[src/hdl/trap_config.svh]
/*
 * Build-time constants of the trap subsystem with the handler base address,
 * interrupt line count, reset value of mepc and exception cause codes
 */

`ifndef TRAP_CONFIG_SVH
`define TRAP_CONFIG_SVH

// All traps land at this base and interrupt n adds four times n
`define TRAP_MTVEC 32'h0000_0100

// Number of level-sensitive interrupt lines
`define TRAP_NUM_IRQ 16

// mepc value coming out of reset
`define TRAP_RESET_MEPC 32'h0000_0000

// Exception codes as written to the 31-bit code field of mcause
`define CAUSE_INSTR_FAULT 31'd1
`define CAUSE_ILLEGAL 31'd2
`define CAUSE_BREAKPOINT 31'd3
`define CAUSE_ECALL_M 31'd11
`define CAUSE_BUS_FAULT 31'd24

`endif

[src/hdl/trap_pkg.sv]
/*
 * Shared types with the mcause union, the mstatus and dcsr structs
 * and the trap kind and CSR address enums
 */

package trap_pkg;

  // mcause is read as a raw word on the CSR port and decoded
  // as interrupt flag plus code by the controller and CSR file
  typedef struct packed {
    logic        irq;
    logic [30:0] code;
  } mcause_fields_t;

  typedef union packed {
    logic [31:0]    raw;
    mcause_fields_t fields;
  } mcause_t;

  // Only the two interrupt enable bits of mstatus are implemented
  typedef struct packed {
    logic mpie;
    logic mie;
  } mstatus_t;

  // Debug control with single-step as the only implemented field
  typedef struct packed {
    logic step;
  } dcsr_t;

  // Update the controller asks of the CSR file at a transfer
  typedef enum logic [2:0] {
    NONE = 3'd0,
    EXC  = 3'd1,
    IRQ  = 3'd2,
    MRET = 3'd3
  } trap_kind_e;

  // Standard machine and debug CSR addresses
  typedef enum logic [11:0] {
    CSR_MSTATUS = 12'h300,
    CSR_MIE     = 12'h304,
    CSR_MEPC    = 12'h341,
    CSR_MCAUSE  = 12'h342,
    CSR_MIP     = 12'h344,
    CSR_DCSR    = 12'h7B0
  } csr_addr_e;

endpackage

[src/hdl/exc_prio.sv]
/*
 * Exception prioritizer for the instruction at the writeback boundary,
 * purely combinational
 */

`timescale 1ns/1ps

`include "trap_config.svh"

module exc_prio (
  input  logic        instr_valid_i,
  input  logic        illegal_i,
  input  logic        ecall_i,
  input  logic        ebrk_i,
  input  logic        bus_err_i,
  input  logic        mpu_err_i,
  output logic        exc_valid_o,
  output logic [30:0] exc_code_o
);

  //////////////////////////////////////////////////
  // Fixed priority select
  //////////////////////////////////////////////////

  // Fetch side faults come first since the instruction word itself
  // cannot be trusted, then decode faults, then the deliberate traps
  always_comb begin
    exc_valid_o = 1'b0;
    exc_code_o  = '0;
    if (instr_valid_i) begin
      if (mpu_err_i) begin
        exc_valid_o = 1'b1;
        exc_code_o  = `CAUSE_INSTR_FAULT;
      end else if (bus_err_i) begin
        exc_valid_o = 1'b1;
        exc_code_o  = `CAUSE_BUS_FAULT;
      end else if (illegal_i) begin
        exc_valid_o = 1'b1;
        exc_code_o  = `CAUSE_ILLEGAL;
      end else if (ecall_i) begin
        exc_valid_o = 1'b1;
        exc_code_o  = `CAUSE_ECALL_M;
      end else if (ebrk_i) begin
        exc_valid_o = 1'b1;
        exc_code_o  = `CAUSE_BREAKPOINT;
      end
    end
  end

endmodule

[src/hdl/cs_registers.sv]
/*
 * Machine CSR file: mstatus, mie, mepc, mcause and dcsr with a software
 * write port, trap save and mret restore, mip mirrored from irq_i
 */

`timescale 1ns/1ps

`include "trap_config.svh"

module cs_registers (
  input  logic                     clk,
  input  logic                     rst_ni,
  input  logic                     csr_we_i,
  input  trap_pkg::csr_addr_e      csr_addr_i,
  input  logic [31:0]              csr_wdata_i,
  input  trap_pkg::trap_kind_e     trap_kind_i,
  input  logic [31:0]              trap_pc_i,
  input  trap_pkg::mcause_t        trap_cause_i,
  input  logic [`TRAP_NUM_IRQ-1:0] irq_i,
  output logic [31:0]              csr_rdata_o,
  output trap_pkg::mstatus_t       mstatus_o,
  output logic [`TRAP_NUM_IRQ-1:0] mie_o,
  output logic [31:0]              mepc_o,
  output trap_pkg::dcsr_t          dcsr_o
);

  import trap_pkg::*;

  // Bit positions within the architectural 32-bit words
  localparam int MSTATUS_MIE_BIT  = 3;
  localparam int MSTATUS_MPIE_BIT = 7;
  localparam int DCSR_STEP_BIT    = 2;

  mstatus_t                 mstatus_q;
  logic [`TRAP_NUM_IRQ-1:0] mie_q;
  logic [31:0]              mepc_q;
  mcause_t                  mcause_q;
  dcsr_t                    dcsr_q;

  //////////////////////////////////////////////////
  // Read port
  //////////////////////////////////////////////////

  // Unimplemented bits and unknown addresses read as zero
  always_comb begin
    csr_rdata_o = '0;
    case (csr_addr_i)
      CSR_MSTATUS: begin
        csr_rdata_o[MSTATUS_MIE_BIT]  = mstatus_q.mie;
        csr_rdata_o[MSTATUS_MPIE_BIT] = mstatus_q.mpie;
      end
      CSR_MIE:    csr_rdata_o[`TRAP_NUM_IRQ-1:0] = mie_q;
      CSR_MEPC:   csr_rdata_o = mepc_q;
      CSR_MCAUSE: csr_rdata_o = mcause_q.raw;
      CSR_MIP:    csr_rdata_o[`TRAP_NUM_IRQ-1:0] = irq_i;
      CSR_DCSR:   csr_rdata_o[DCSR_STEP_BIT] = dcsr_q.step;
      default:    csr_rdata_o = '0;
    endcase
  end

  //////////////////////////////////////////////////
  // Register update
  //////////////////////////////////////////////////

  // The trap update comes after the software write so that it takes
  // precedence when both hit the same register at one edge
  always_ff @(posedge clk or negedge rst_ni) begin
    if (!rst_ni) begin
      mstatus_q <= '0;
      mie_q     <= '0;
      mepc_q    <= `TRAP_RESET_MEPC;
      mcause_q  <= '0;
      dcsr_q    <= '0;
    end else begin
      if (csr_we_i) begin
        case (csr_addr_i)
          CSR_MSTATUS: begin
            mstatus_q.mie  <= csr_wdata_i[MSTATUS_MIE_BIT];
            mstatus_q.mpie <= csr_wdata_i[MSTATUS_MPIE_BIT];
          end
          CSR_MIE:  mie_q <= csr_wdata_i[`TRAP_NUM_IRQ-1:0];
          CSR_MEPC: mepc_q <= csr_wdata_i;
          CSR_MCAUSE: begin
            // All legal codes fit in five bits, upper code bits stay zero
            mcause_q.fields.irq  <= csr_wdata_i[31];
            mcause_q.fields.code <= {26'd0, csr_wdata_i[4:0]};
          end
          CSR_DCSR: dcsr_q.step <= csr_wdata_i[DCSR_STEP_BIT];
          default: ;
        endcase
      end
      case (trap_kind_i)
        EXC, IRQ: begin
          mepc_q         <= trap_pc_i;
          mcause_q       <= trap_cause_i;
          mstatus_q.mpie <= mstatus_q.mie;
          mstatus_q.mie  <= 1'b0;
        end
        MRET: begin
          mstatus_q.mie  <= mstatus_q.mpie;
          mstatus_q.mpie <= 1'b1;
        end
        default: ;
      endcase
    end
  end

  assign mstatus_o = mstatus_q;
  assign mie_o     = mie_q;
  assign mepc_o    = mepc_q;
  assign dcsr_o    = dcsr_q;

  // mepc only moves on a trap save or a software write to mepc
  a_mepc_stable: assert property (@(posedge clk) disable iff (!rst_ni)
    (!(trap_kind_i inside {EXC, IRQ}) && !(csr_we_i && csr_addr_i == CSR_MEPC))
    |=> $stable(mepc_q))
    else $error("mepc changed without a trap or software write");

endmodule

[src/hdl/trap_ctrl.sv]
/*
 * Boundary controller: picks retire, interrupt, exception or mret for
 * each transfer, registers the outcome and tracks single-step debug state
 */

`timescale 1ns/1ps

`include "trap_config.svh"

module trap_ctrl (
  input  logic                             clk,
  input  logic                             rst_ni,
  input  logic                             instr_valid_i,
  input  logic [31:0]                      instr_pc_i,
  input  logic                             mret_i,
  input  logic                             exc_valid_i,
  input  logic [30:0]                      exc_code_i,
  input  logic [`TRAP_NUM_IRQ-1:0]         irq_i,
  input  logic [`TRAP_NUM_IRQ-1:0]         mie_i,
  input  trap_pkg::mstatus_t               mstatus_i,
  input  logic [31:0]                      mepc_i,
  input  trap_pkg::dcsr_t                  dcsr_i,
  input  logic                             debug_resume_i,
  output logic                             instr_ready_o,
  output trap_pkg::trap_kind_e             trap_kind_o,
  output logic [31:0]                      trap_pc_o,
  output trap_pkg::mcause_t                trap_cause_o,
  output logic                             retire_o,
  output logic [31:0]                      retire_pc_o,
  output logic                             pc_set_o,
  output logic [31:0]                      pc_target_o,
  output logic                             irq_ack_o,
  output logic [$clog2(`TRAP_NUM_IRQ)-1:0] irq_id_o,
  output logic                             debug_mode_o
);

  import trap_pkg::*;

  localparam int IRQ_ID_W = $clog2(`TRAP_NUM_IRQ);

  logic                     accept;
  logic [`TRAP_NUM_IRQ-1:0] irq_pending;
  logic                     irq_take;
  logic [IRQ_ID_W-1:0]      irq_id;
  logic [31:0]              target;
  logic                     debug_q;

  // No new instruction is taken while halted in debug mode
  assign instr_ready_o = !debug_q;
  assign accept        = instr_valid_i && instr_ready_o;

  //////////////////////////////////////////////////
  // Interrupt select
  //////////////////////////////////////////////////

  assign irq_pending = irq_i & mie_i;
  assign irq_take    = mstatus_i.mie && (|irq_pending);

  // Walk downwards so the lowest pending line is the one that sticks
  always_comb begin
    irq_id = '0;
    for (int i = `TRAP_NUM_IRQ - 1; i >= 0; i--) begin
      if (irq_pending[i]) begin
        irq_id = IRQ_ID_W'(i);
      end
    end
  end

  //////////////////////////////////////////////////
  // Outcome decision
  //////////////////////////////////////////////////

  // Interrupt beats exception, exception beats mret, anything else retires
  always_comb begin
    trap_kind_o  = NONE;
    trap_cause_o = '0;
    target       = `TRAP_MTVEC;
    if (accept) begin
      if (irq_take) begin
        trap_kind_o               = IRQ;
        trap_cause_o.fields.irq  = 1'b1;
        trap_cause_o.fields.code = 31'(irq_id);
        target                    = `TRAP_MTVEC + (32'(irq_id) << 2);
      end else if (exc_valid_i) begin
        trap_kind_o               = EXC;
        trap_cause_o.fields.code = exc_code_i;
      end else if (mret_i) begin
        trap_kind_o = MRET;
        target      = mepc_i;
      end
    end
  end

  assign trap_pc_o = instr_pc_i;

  // Control flags of the registered outcome plus the debug halt state
  always_ff @(posedge clk or negedge rst_ni) begin
    if (!rst_ni) begin
      retire_o  <= 1'b0;
      pc_set_o  <= 1'b0;
      irq_ack_o <= 1'b0;
      debug_q   <= 1'b0;
    end else begin
      retire_o  <= accept && (trap_kind_o == NONE);
      pc_set_o  <= trap_kind_o != NONE;
      irq_ack_o <= trap_kind_o == IRQ;
      if (accept && dcsr_i.step) begin
        debug_q <= 1'b1;
      end else if (debug_resume_i) begin
        debug_q <= 1'b0;
      end
    end
  end

  // Addresses that go with the flags above
  always_ff @(posedge clk) begin
    if (accept) begin
      retire_pc_o <= instr_pc_i;
      pc_target_o <= target;
      irq_id_o    <= irq_id;
    end
  end

  assign debug_mode_o = debug_q;

  // The acknowledged line was enabled in mie and globally at transfer time
  a_irq_enabled: assert property (@(posedge clk) disable iff (!rst_ni)
    irq_ack_o |-> $past(mstatus_i.mie) &&
                  (|($past(mie_i) & (`TRAP_NUM_IRQ'(1) << irq_id_o))))
    else $error("interrupt taken while not enabled");

  // The CSR file must have dropped global enable once a trap is taken
  a_mie_cleared: assert property (@(posedge clk) disable iff (!rst_ni)
    (trap_kind_o inside {EXC, IRQ}) |=> !mstatus_i.mie)
    else $error("mstatus.mie still set after trap");

  // A stepped transfer gives one outcome in debug mode and nothing after it
  a_single_step: assert property (@(posedge clk) disable iff (!rst_ni)
    (accept && dcsr_i.step && !debug_mode_o) |=>
    (debug_mode_o && (retire_o ^ pc_set_o)) ##1 !(retire_o || pc_set_o))
    else $error("more than one instruction completed while stepping");

endmodule

[src/hdl/trap_unit.sv]
/*
 * Top of the trap and debug-step subsystem, joins the exception
 * prioritizer, the boundary controller and the CSR file
 */

`timescale 1ns/1ps

`include "trap_config.svh"

module trap_unit (
  input  logic                             clk,
  input  logic                             rst_ni,
  input  logic                             instr_valid_i,
  input  logic [31:0]                      instr_pc_i,
  input  logic                             illegal_i,
  input  logic                             ecall_i,
  input  logic                             ebrk_i,
  input  logic                             mret_i,
  input  logic                             bus_err_i,
  input  logic                             mpu_err_i,
  output logic                             instr_ready_o,
  input  logic [`TRAP_NUM_IRQ-1:0]         irq_i,
  input  logic                             csr_we_i,
  input  trap_pkg::csr_addr_e              csr_addr_i,
  input  logic [31:0]                      csr_wdata_i,
  output logic [31:0]                      csr_rdata_o,
  output logic                             retire_o,
  output logic [31:0]                      retire_pc_o,
  output logic                             pc_set_o,
  output logic [31:0]                      pc_target_o,
  output logic                             irq_ack_o,
  output logic [$clog2(`TRAP_NUM_IRQ)-1:0] irq_id_o,
  output logic                             debug_mode_o,
  input  logic                             debug_resume_i
);

  import trap_pkg::*;

  // Prioritizer to controller
  logic        exc_valid;
  logic [30:0] exc_code;

  // Controller to CSR file
  trap_kind_e  trap_kind;
  logic [31:0] trap_pc;
  mcause_t     trap_cause;

  // CSR state fed back to the controller
  mstatus_t                 mstatus;
  logic [`TRAP_NUM_IRQ-1:0] mie;
  logic [31:0]              mepc;
  dcsr_t                    dcsr;

  exc_prio exc_prio_inst (
    .instr_valid_i (instr_valid_i),
    .illegal_i     (illegal_i),
    .ecall_i       (ecall_i),
    .ebrk_i        (ebrk_i),
    .bus_err_i     (bus_err_i),
    .mpu_err_i     (mpu_err_i),
    .exc_valid_o   (exc_valid),
    .exc_code_o    (exc_code)
  );

  trap_ctrl trap_ctrl_inst (
    .clk            (clk),
    .rst_ni         (rst_ni),
    .instr_valid_i  (instr_valid_i),
    .instr_pc_i     (instr_pc_i),
    .mret_i         (mret_i),
    .exc_valid_i    (exc_valid),
    .exc_code_i     (exc_code),
    .irq_i          (irq_i),
    .mie_i          (mie),
    .mstatus_i      (mstatus),
    .mepc_i         (mepc),
    .dcsr_i         (dcsr),
    .debug_resume_i (debug_resume_i),
    .instr_ready_o  (instr_ready_o),
    .trap_kind_o    (trap_kind),
    .trap_pc_o      (trap_pc),
    .trap_cause_o   (trap_cause),
    .retire_o       (retire_o),
    .retire_pc_o    (retire_pc_o),
    .pc_set_o       (pc_set_o),
    .pc_target_o    (pc_target_o),
    .irq_ack_o      (irq_ack_o),
    .irq_id_o       (irq_id_o),
    .debug_mode_o   (debug_mode_o)
  );

  cs_registers cs_registers_inst (
    .clk          (clk),
    .rst_ni       (rst_ni),
    .csr_we_i     (csr_we_i),
    .csr_addr_i   (csr_addr_i),
    .csr_wdata_i  (csr_wdata_i),
    .trap_kind_i  (trap_kind),
    .trap_pc_i    (trap_pc),
    .trap_cause_i (trap_cause),
    .irq_i        (irq_i),
    .csr_rdata_o  (csr_rdata_o),
    .mstatus_o    (mstatus),
    .mie_o        (mie),
    .mepc_o       (mepc),
    .dcsr_o       (dcsr)
  );

endmodule

[config.mk]
export PLATFORM = sky130hd
export DESIGN_NAME = trap_unit
export DESIGN_NICKNAME = d
export VERILOG_FILES = /design/src/hdl/trap_pkg.sv /design/src/hdl/exc_prio.sv /design/src/hdl/cs_registers.sv /design/src/hdl/trap_ctrl.sv /design/src/hdl/trap_unit.sv
export VERILOG_INCLUDE_DIRS = /design/src /design/src/hdl
export SDC_FILE = /design/constraint.sdc
export NUM_CORES = 1
export LEC_CHECK = 0
export CELL_PAD_IN_SITES_DETAIL_PLACEMENT = 1
export CELL_PAD_IN_SITES_GLOBAL_PLACEMENT = 1
export CORE_ASPECT_RATIO = 0.9
export CORE_UTILIZATION = 44
export CTS_CLUSTER_SIZE = 20
export DETAILED_ROUTE_END_ITERATION = 7
export DONT_BUFFER_PORTS = 1
export MAX_ROUTING_LAYER = met4
export PLACE_DENSITY_LB_ADDON = 0.1
export SYNTH_ARGS = -nofsm -noshare
export SYNTH_HDL_FRONTEND = slang
export SYNTH_HIERARCHICAL = 1
export SYNTH_SLANG_ARGS = --single-unit
[constraint.sdc]
create_clock -name clk -period 2.65 [get_ports clk]
set_input_delay 0 -clock clk [delete_from_list [all_inputs] [get_ports clk]]
set_output_delay 0 -clock clk [all_outputs]
set_load 0.01 [all_outputs]
# Word level (Yosys, flattened, before mapping)

Index checks and enable logic that the tools add are counted.

Output and inout port bits: 105
Logic and storage cells: 101
Input bits: 103
Flip-flop bits (word level): 155

$add $sub $neg: 1
Equal/unequal tests: 9
Mux-type cells: 57
Reduce and logical (&&, ||, !) cells: 20
Bitwise logic cells: 1

Operators by type and width:

| kind                   | number |
|---|---|
| $mux W32               | 10 |
| $mux W31               | 7 |
| $mux W4                | 16 |
| $eq A12 B10 Y1 const B | 5 |
| $pmux W16 S2           | 1 |
| $pmux W8 S4            | 1 |
| $and A16 B16 Y16       | 1 |
| $reduce_or A16 Y1      | 1 |
| $pmux W1 S5            | 3 |
| $eq A12 B11 Y1 const B | 1 |
| $pmux W3 S4            | 1 |
| $add A9 B6 Y10 const A | 1 |
| $reduce_and A2 Y1      | 5 |
| $mux W1                | 9 |
| $mux W3                | 3 |
| $reduce_bool A3 Y1     | 3 |
| $mux W2                | 4 |
| $pmux W2 S4            | 1 |
| $reduce_bool A2 Y1     | 4 |
| $eq A3 B2 Y1 const B   | 2 |
| $logic_and A1 B1 Y1    | 4 |
| $pmux W2 S2            | 1 |
| $eq A3 B1 Y1 const B   | 1 |
| $logic_not A3 Y1       | 1 |
| other kinds (2)        | 2 |

# Depth between registers and ports, before layout

Depth in word-level cells: 20
Depth in mapped cells: 11
Mapped depth without buffers: 8

# Cells and area by module

The synthesis kept the hierarchy.

Modules (own cells, without submodules):

| module       | cells an instance | seq. area each (um2) | area an instance (um2) | instances |
|---|---|---|---|---|
| cs_registers | 501               | 2077.0               | 4375.4                 | 1 |
| trap_ctrl    | 231               | 2142.1               | 3263.1                 | 1 |
| exc_prio     | 40                | 0.0                  | 277.8                  | 1 |

# Worst setup path after synthesis

OpenSTA, ideal clock, no wires.

Path kind: reg-to-reg
From: register trap_ctrl_inst.debug_q (netlist: trap_ctrl_inst/debug_mode_o)
To: register cs_registers_inst/mcause_q[3] (netlist name)
Data required time: 2.573 ns
Path buffers: 1
Setup slack: -0.226 ns
Clock period less this slack: 2.876 ns
Stages on the path, launching flop included: 9
Setup time: 0.077 ns
Data arrival time: 2.800 ns
Cell sequence: dfrtp_1 > inv_1 > nand2_1 > inv_1 > and3_1 > buf_4 > a32o_1 > nand2_1 > o21ai_1

RTL lines:

| what                   | RTL line           | source |
|---|---|---|
| start, declared        | trap_ctrl.sv:46    | `logic debug_q;` |
| start signal, assigned | trap_ctrl.sv:102   | `debug_q <= 1'b0;` |
| start signal, assigned | trap_ctrl.sv:108   | `debug_q <= 1'b1;` |
| start signal, assigned | trap_ctrl.sv:110   | `debug_q <= 1'b0;` |
| end signal, assigned   | cs_registers.sv:95 | `mcause_q <= trap_cause_i;` |
| end, declared          | cs_registers.sv:37 | `mcause_t mcause_q;` |

# Worst setup path after layout

From: register cs_registers_inst.mie_q[3] (netlist: cs_registers_inst/mie_o[3])
To: register cs_registers_inst/mcause_q[31] (netlist name)

Longest elaborated chain between the ends: 9
Elaborated cells between the ends (all ways): 14
Classes of those cells: eq/ne: 2; mux: 5; bitwise: 1; reduce/logical: 6

Ends and longest elaborated chain:

| what                                                | RTL line           | source |
|---|---|---|
| start, declared                                     | cs_registers.sv:35 | `` logic [`TRAP_NUM_IRQ-1:0] mie_q; `` |
| start signal, assigned                              | cs_registers.sv:81 | `` CSR_MIE: mie_q <= csr_wdata_i[`TRAP_NUM_IRQ-1:0]; `` |
| $and A16 B16 Y16 (*)                                | trap_ctrl.sv:56    | `assign irq_pending = irq_i & mie_i;` |
| $reduce_or A16 Y1 (*)                               | trap_ctrl.sv:57    | `assign irq_take = mstatus_i.mie && (\|irq_pending);` |
| $logic_and A1 B1 Y1 (*)                             | trap_ctrl.sv:57    |  |
| $mux W3 (*)                                         | trap_ctrl.sv:79    | `if (irq_take) begin` |
| $mux W3 (*)                                         | trap_ctrl.sv:78    | `if (accept) begin` |
| via trap_kind[0]                                    | trap_unit.sv:44    | `trap_kind_e trap_kind;` |
| $eq A3 B1 Y1 / $eq A3 B2 Y1 (equally long branches) | cs_registers.sv:92 | `case (trap_kind_i)` |
| $reduce_or A2 Y1 (*)                                | cs_registers.sv:92 |  |
| $reduce_bool A2 Y1 (no line)                        | n/a                |  |
| $reduce_and A2 Y1 (no line)                         | n/a                |  |

Mark *: on every way through the listed nets, which the timed path passes. The rest lies on a longest branch.
A chain may end at the register's enable or synchronous reset.

==> results.cfg <==
[timing]
max_freq_mhz = 400
finalMaxSlewViolations = 0
worst_setup_margin_ns = 0.150
transition_time_at_the_pin_with_the_least_slew_margin_ns = 0.879
fin_hold_ws_ns = 0.0271
finalSetupTns_ns = 0
worst_clock_skew_ns = 0.00961
final_period_minus_worst_setup_slack_ns = 2.50
unrepaired_setup_endpoints_after_global_routing = false
period_share_pct = 94.3
final-setup-viol-count = 0
slew-limit-headroom_pct = 41.4
report.final.hold_viol_count = 0

[detailed_routing]
detail_route.iter0.violations = 325
detailedRoute.firstPassIterationCount = 5
vias_per_cell = 5.79
totalWireLength_mm = 25.0
vias = 6246
detail_route.drc_violations = 0
route.antenna.remaining_nets = 0
drt-wirelength-per-cell_um = 23.1

[logic_synthesis]
ys_async_sr_fraction_pct = 56.1
synthesis_stage_register_bit_count = 155
syn_avg_cell_area_um2 = 10.3
yosysSeqAreaShare_pct = 53.3
synth_enable_flop_cells = 68
synth_cell_type_count = 60
syn_inst = 772
synthesis.yosys.warnings = 6
ys_dominant_reg_cell = sky130_fd_sc_hd__dfrtp_1
synth_area_um2 = 7920

[floorplanning]
dieHeight_um = 129
floorplan.rows = 46
start_util_pct = 44.9
dieWidth_um = 143
die-area_um2 = 18500
top_ports = 208
coreArea_um2 = 17600

[global_route]
groute.layer.met1.usage_pct = 35.4
groute.usage.overall_pct = 28.4
grt_start_max_net_pins = 88
grt_use_met3_pct = 5.73
grt_pass1_vias = 6573
grt_busiest_layer = met2
global_route_wire_length_before_repair_mm = 38.0
globalRoute.totalOverflow = 0
grt.met2_usage_pct = 45.5
grt_antenna_before_repair = 0

[clocking]
worst_setup_hold_path_clk_slew_ns = 0.06
cts.sinks = 155
cts.htree.levels = 4
root_buffer = sky130_fd_sc_hd__clkbuf_16
cts_buffer_depth = 2
clk_latency_ns = 0.43
numCtsBuffers = 17
cts_tree = built

[placed_design]
place.port_buffers = 0
gpl.final_weighted_congestion = 0.913
detailed_place_hpwl_mm = 16.2
detailedPlace.worstSlack_ns = 0.0824

[finish]
layout-area-overhead-vs-synth_pct = 19.8
finalNetCount = 929
drive_gt1_share_pct = 13.6
final.fill_count = 1945
antennaDiodeCount = 0
final_cell_mix = sky130_fd_sc_hd__nand3_1 (122), sky130_fd_sc_hd__nand2_1 (105), sky130_fd_sc_hd__dfrtp_1 (87), sky130_fd_sc_hd__dlygate4sd3_1 (79), sky130_fd_sc_hd__edfxtp_1 (68)
most_common_cell_after_layout_fill_and_taps_aside = sky130_fd_sc_hd__nand3_1

[power_and_ir_drop]
design_power_total_uw = 6310
cellPowerDensity_nw_per_um2 = 665
leakage_uw = 0.00399
largest_vdd_supply_drop_mv = 0.424

[worst_setup_path]
worst_path_dominant_cell_family = simple AND/OR/NAND/NOR gates
critical_path.startpoint_type = flip-flop
timing.reg2reg.worst_path_depth = 9
critPathRequiredTime_ns = 2.99
worst_path_max_delay_cell = sky130_fd_sc_hd__dfrtp_1
crit_fanout = 22
cp_num_buf_inv = 1
end_kind = flip-flop
crit_path_kind = reg2reg
cp_num_cells = 9
path_cells = a22oi_2 -> nand4_2 -> o21a_1 -> nor3_2 -> xor2_1 -> nor2b_4 -> clkbuf_16 -> nand2_1 -> o21ai_0
cp.arrival_ns = 2.84
crit_path_max_incr_delay_ns = 0.42

[worst_hold_path]
holdCritPathClass = in2reg
hold-path-cell-count = 4

[outcome]
status = finished, final reports clean

[job]
cap_viol_max_count = 0
power breakdown:
part	switching (uW)	leakage, uW	internal [uW]
clock network	995	0.000318	1710
registers	204	0.00183	2760
logic	360	0.00184	282
kinds of logic (layout without fill, tap and decap cells):
logic type                after synthesis  after routing  synth area share [%]
AOI/OAI and AO/OA                     114            114                  10.9
and+or+nand+nor                       358            358                  23.1
buffers and inverters                 117            158                  8.99
DFF                                   155            155                  53.3
xor gates and xnor gates                1              1                 0.111
muxes                                  25             25                  3.49
other                                   2             28                0.0949
registers in the layout, summed over array words and instances, names as in the netlist:
name / flops
trap_ctrl_inst/pc_target_o: 32
cs_registers_inst/mepc_o: 32
trap_ctrl_inst/debug_mode_o: 1
trap_ctrl_inst/irq_id_o: 4
cs_registers_inst/mstatus_o: 2
cs_registers_inst/dcsr_o: 1
cs_registers_inst/mie_o: 16
cs_registers_inst/mcause_q: 32
trap_ctrl_inst/retire_pc_o: 32
trap_ctrl_inst/irq_ack_o: 1
trap_ctrl_inst/pc_set_o: 1
trap_ctrl_inst/retire_o: 1
synth_stat cells (3+ instances only):
cell / n / share of area [%]
sky130_fd_sc_hd__a21oi_1: 9 / 0.57
sky130_fd_sc_hd__a22o_1: 6 / 0.66
sky130_fd_sc_hd__a22oi_1: 46 / 4.4
sky130_fd_sc_hd__a22oi_2: 6 / 0.95
sky130_fd_sc_hd__a32o_1: 3 / 0.38
sky130_fd_sc_hd__a32oi_1: 3 / 0.33
sky130_fd_sc_hd__and2_1: 56 / 4.4
sky130_fd_sc_hd__and3_1: 4 / 0.32
sky130_fd_sc_hd__buf_1: 5 / 0.24
sky130_fd_sc_hd__buf_2: 5 / 0.32
sky130_fd_sc_hd__buf_4: 62 / 5.9
sky130_fd_sc_hd__buf_6: 4 / 0.57
sky130_fd_sc_hd__clkbuf_1: 33 / 1.6
sky130_fd_sc_hd__clkbuf_2: 3 / 0.19
sky130_fd_sc_hd__dfrtp_1: 87 / 28
sky130_fd_sc_hd__edfxtp_1: 68 / 26
sky130_fd_sc_hd__inv_1: 5 / 0.24
sky130_fd_sc_hd__mux2_2: 17 / 2.4
sky130_fd_sc_hd__mux2i_1: 7 / 0.89
sky130_fd_sc_hd__nand2_1: 106 / 5.0
sky130_fd_sc_hd__nand2b_1: 5 / 0.40
sky130_fd_sc_hd__nand3_1: 122 / 7.7
sky130_fd_sc_hd__nand4_1: 3 / 0.24
sky130_fd_sc_hd__nor2_1: 25 / 1.2
sky130_fd_sc_hd__nor2b_1: 5 / 0.40
sky130_fd_sc_hd__nor3_1: 6 / 0.38
sky130_fd_sc_hd__o211ai_1: 3 / 0.28
sky130_fd_sc_hd__o21ai_0: 6 / 0.38
sky130_fd_sc_hd__o21ai_1: 4 / 0.25
sky130_fd_sc_hd__o22ai_1: 15 / 1.2
sky130_fd_sc_hd__or3_1: 3 / 0.24
worst register-to-register path, delay by kind of cell, from the launching register on:
family,cells,cell delay (ns)
XOR/XNOR,1,0.32
AO/OA/AOI/OAI,3,0.62
buffers and inverters,1,0.25
AND/OR/NAND/NOR,4,0.82
flip-flops,1,0.42
what timing repair did:
action / CTS / global route
hold buffers: 80 / 0
resized for setup: 0 / 1
endpoints found under the hold margin: 183 / 0
setup buffers: 0 / 2
endpoints found under the setup margin: 0 / 35
final timing paths:
check                                                                 from                                          to  slack (ns)
worst max-delay path                cs_registers_inst/mie_o[3]$_DFFE_PN0P_  cs_registers_inst/mcause_q[31]$_DFFE_PN0P_        0.15
worst min-delay path                                         csr_addr_i[6]  cs_registers_inst/mstatus_o[1]$_DFFE_PN0P_        0.03
worst max register to register      cs_registers_inst/mie_o[3]$_DFFE_PN0P_  cs_registers_inst/mcause_q[31]$_DFFE_PN0P_        0.15
worst min register to register  cs_registers_inst/mcause_q[25]$_DFFE_PN0P_  cs_registers_inst/mcause_q[25]$_DFFE_PN0P_        0.51
max in group asynchronous                                           rst_ni   cs_registers_inst/mcause_q[7]$_DFFE_PN0P_        2.09
min in group asynchronous                                           rst_ni     cs_registers_inst/mepc_o[5]$_DFFE_PN0P_        0.19
cell type report:
cell class	count	area, um2	area share (%)
multi-input cells	526	3120	32.9
flip-flops and latches	155	4220	44.5
inverters	5	22.5	0.238
clock buffers	23	498	5.25
clock inverters	9	158	1.66
well taps	240	300	3.17
repair buffers	121	1170	12.3
through the flow:
stage               util [%]  instance area (um2)  cells
floorplan                  -                 8020    798
global placement        45.2                 7960    964
detailed placement      45.2                 7960    964
CTS                     53.6                 9440   1076
global route            53.8                 9480   1079
finish                  53.8                 9480   1079
per-layer routing:
metal / vias up / part of all wire, %
met5: - / 0
met4: 0 / 2.4
met3: 38 / 4.6
met2: 197 / 49
met1: 3216 / 44
li1: 2795 / -
Power figures use the tool's default switching activity.
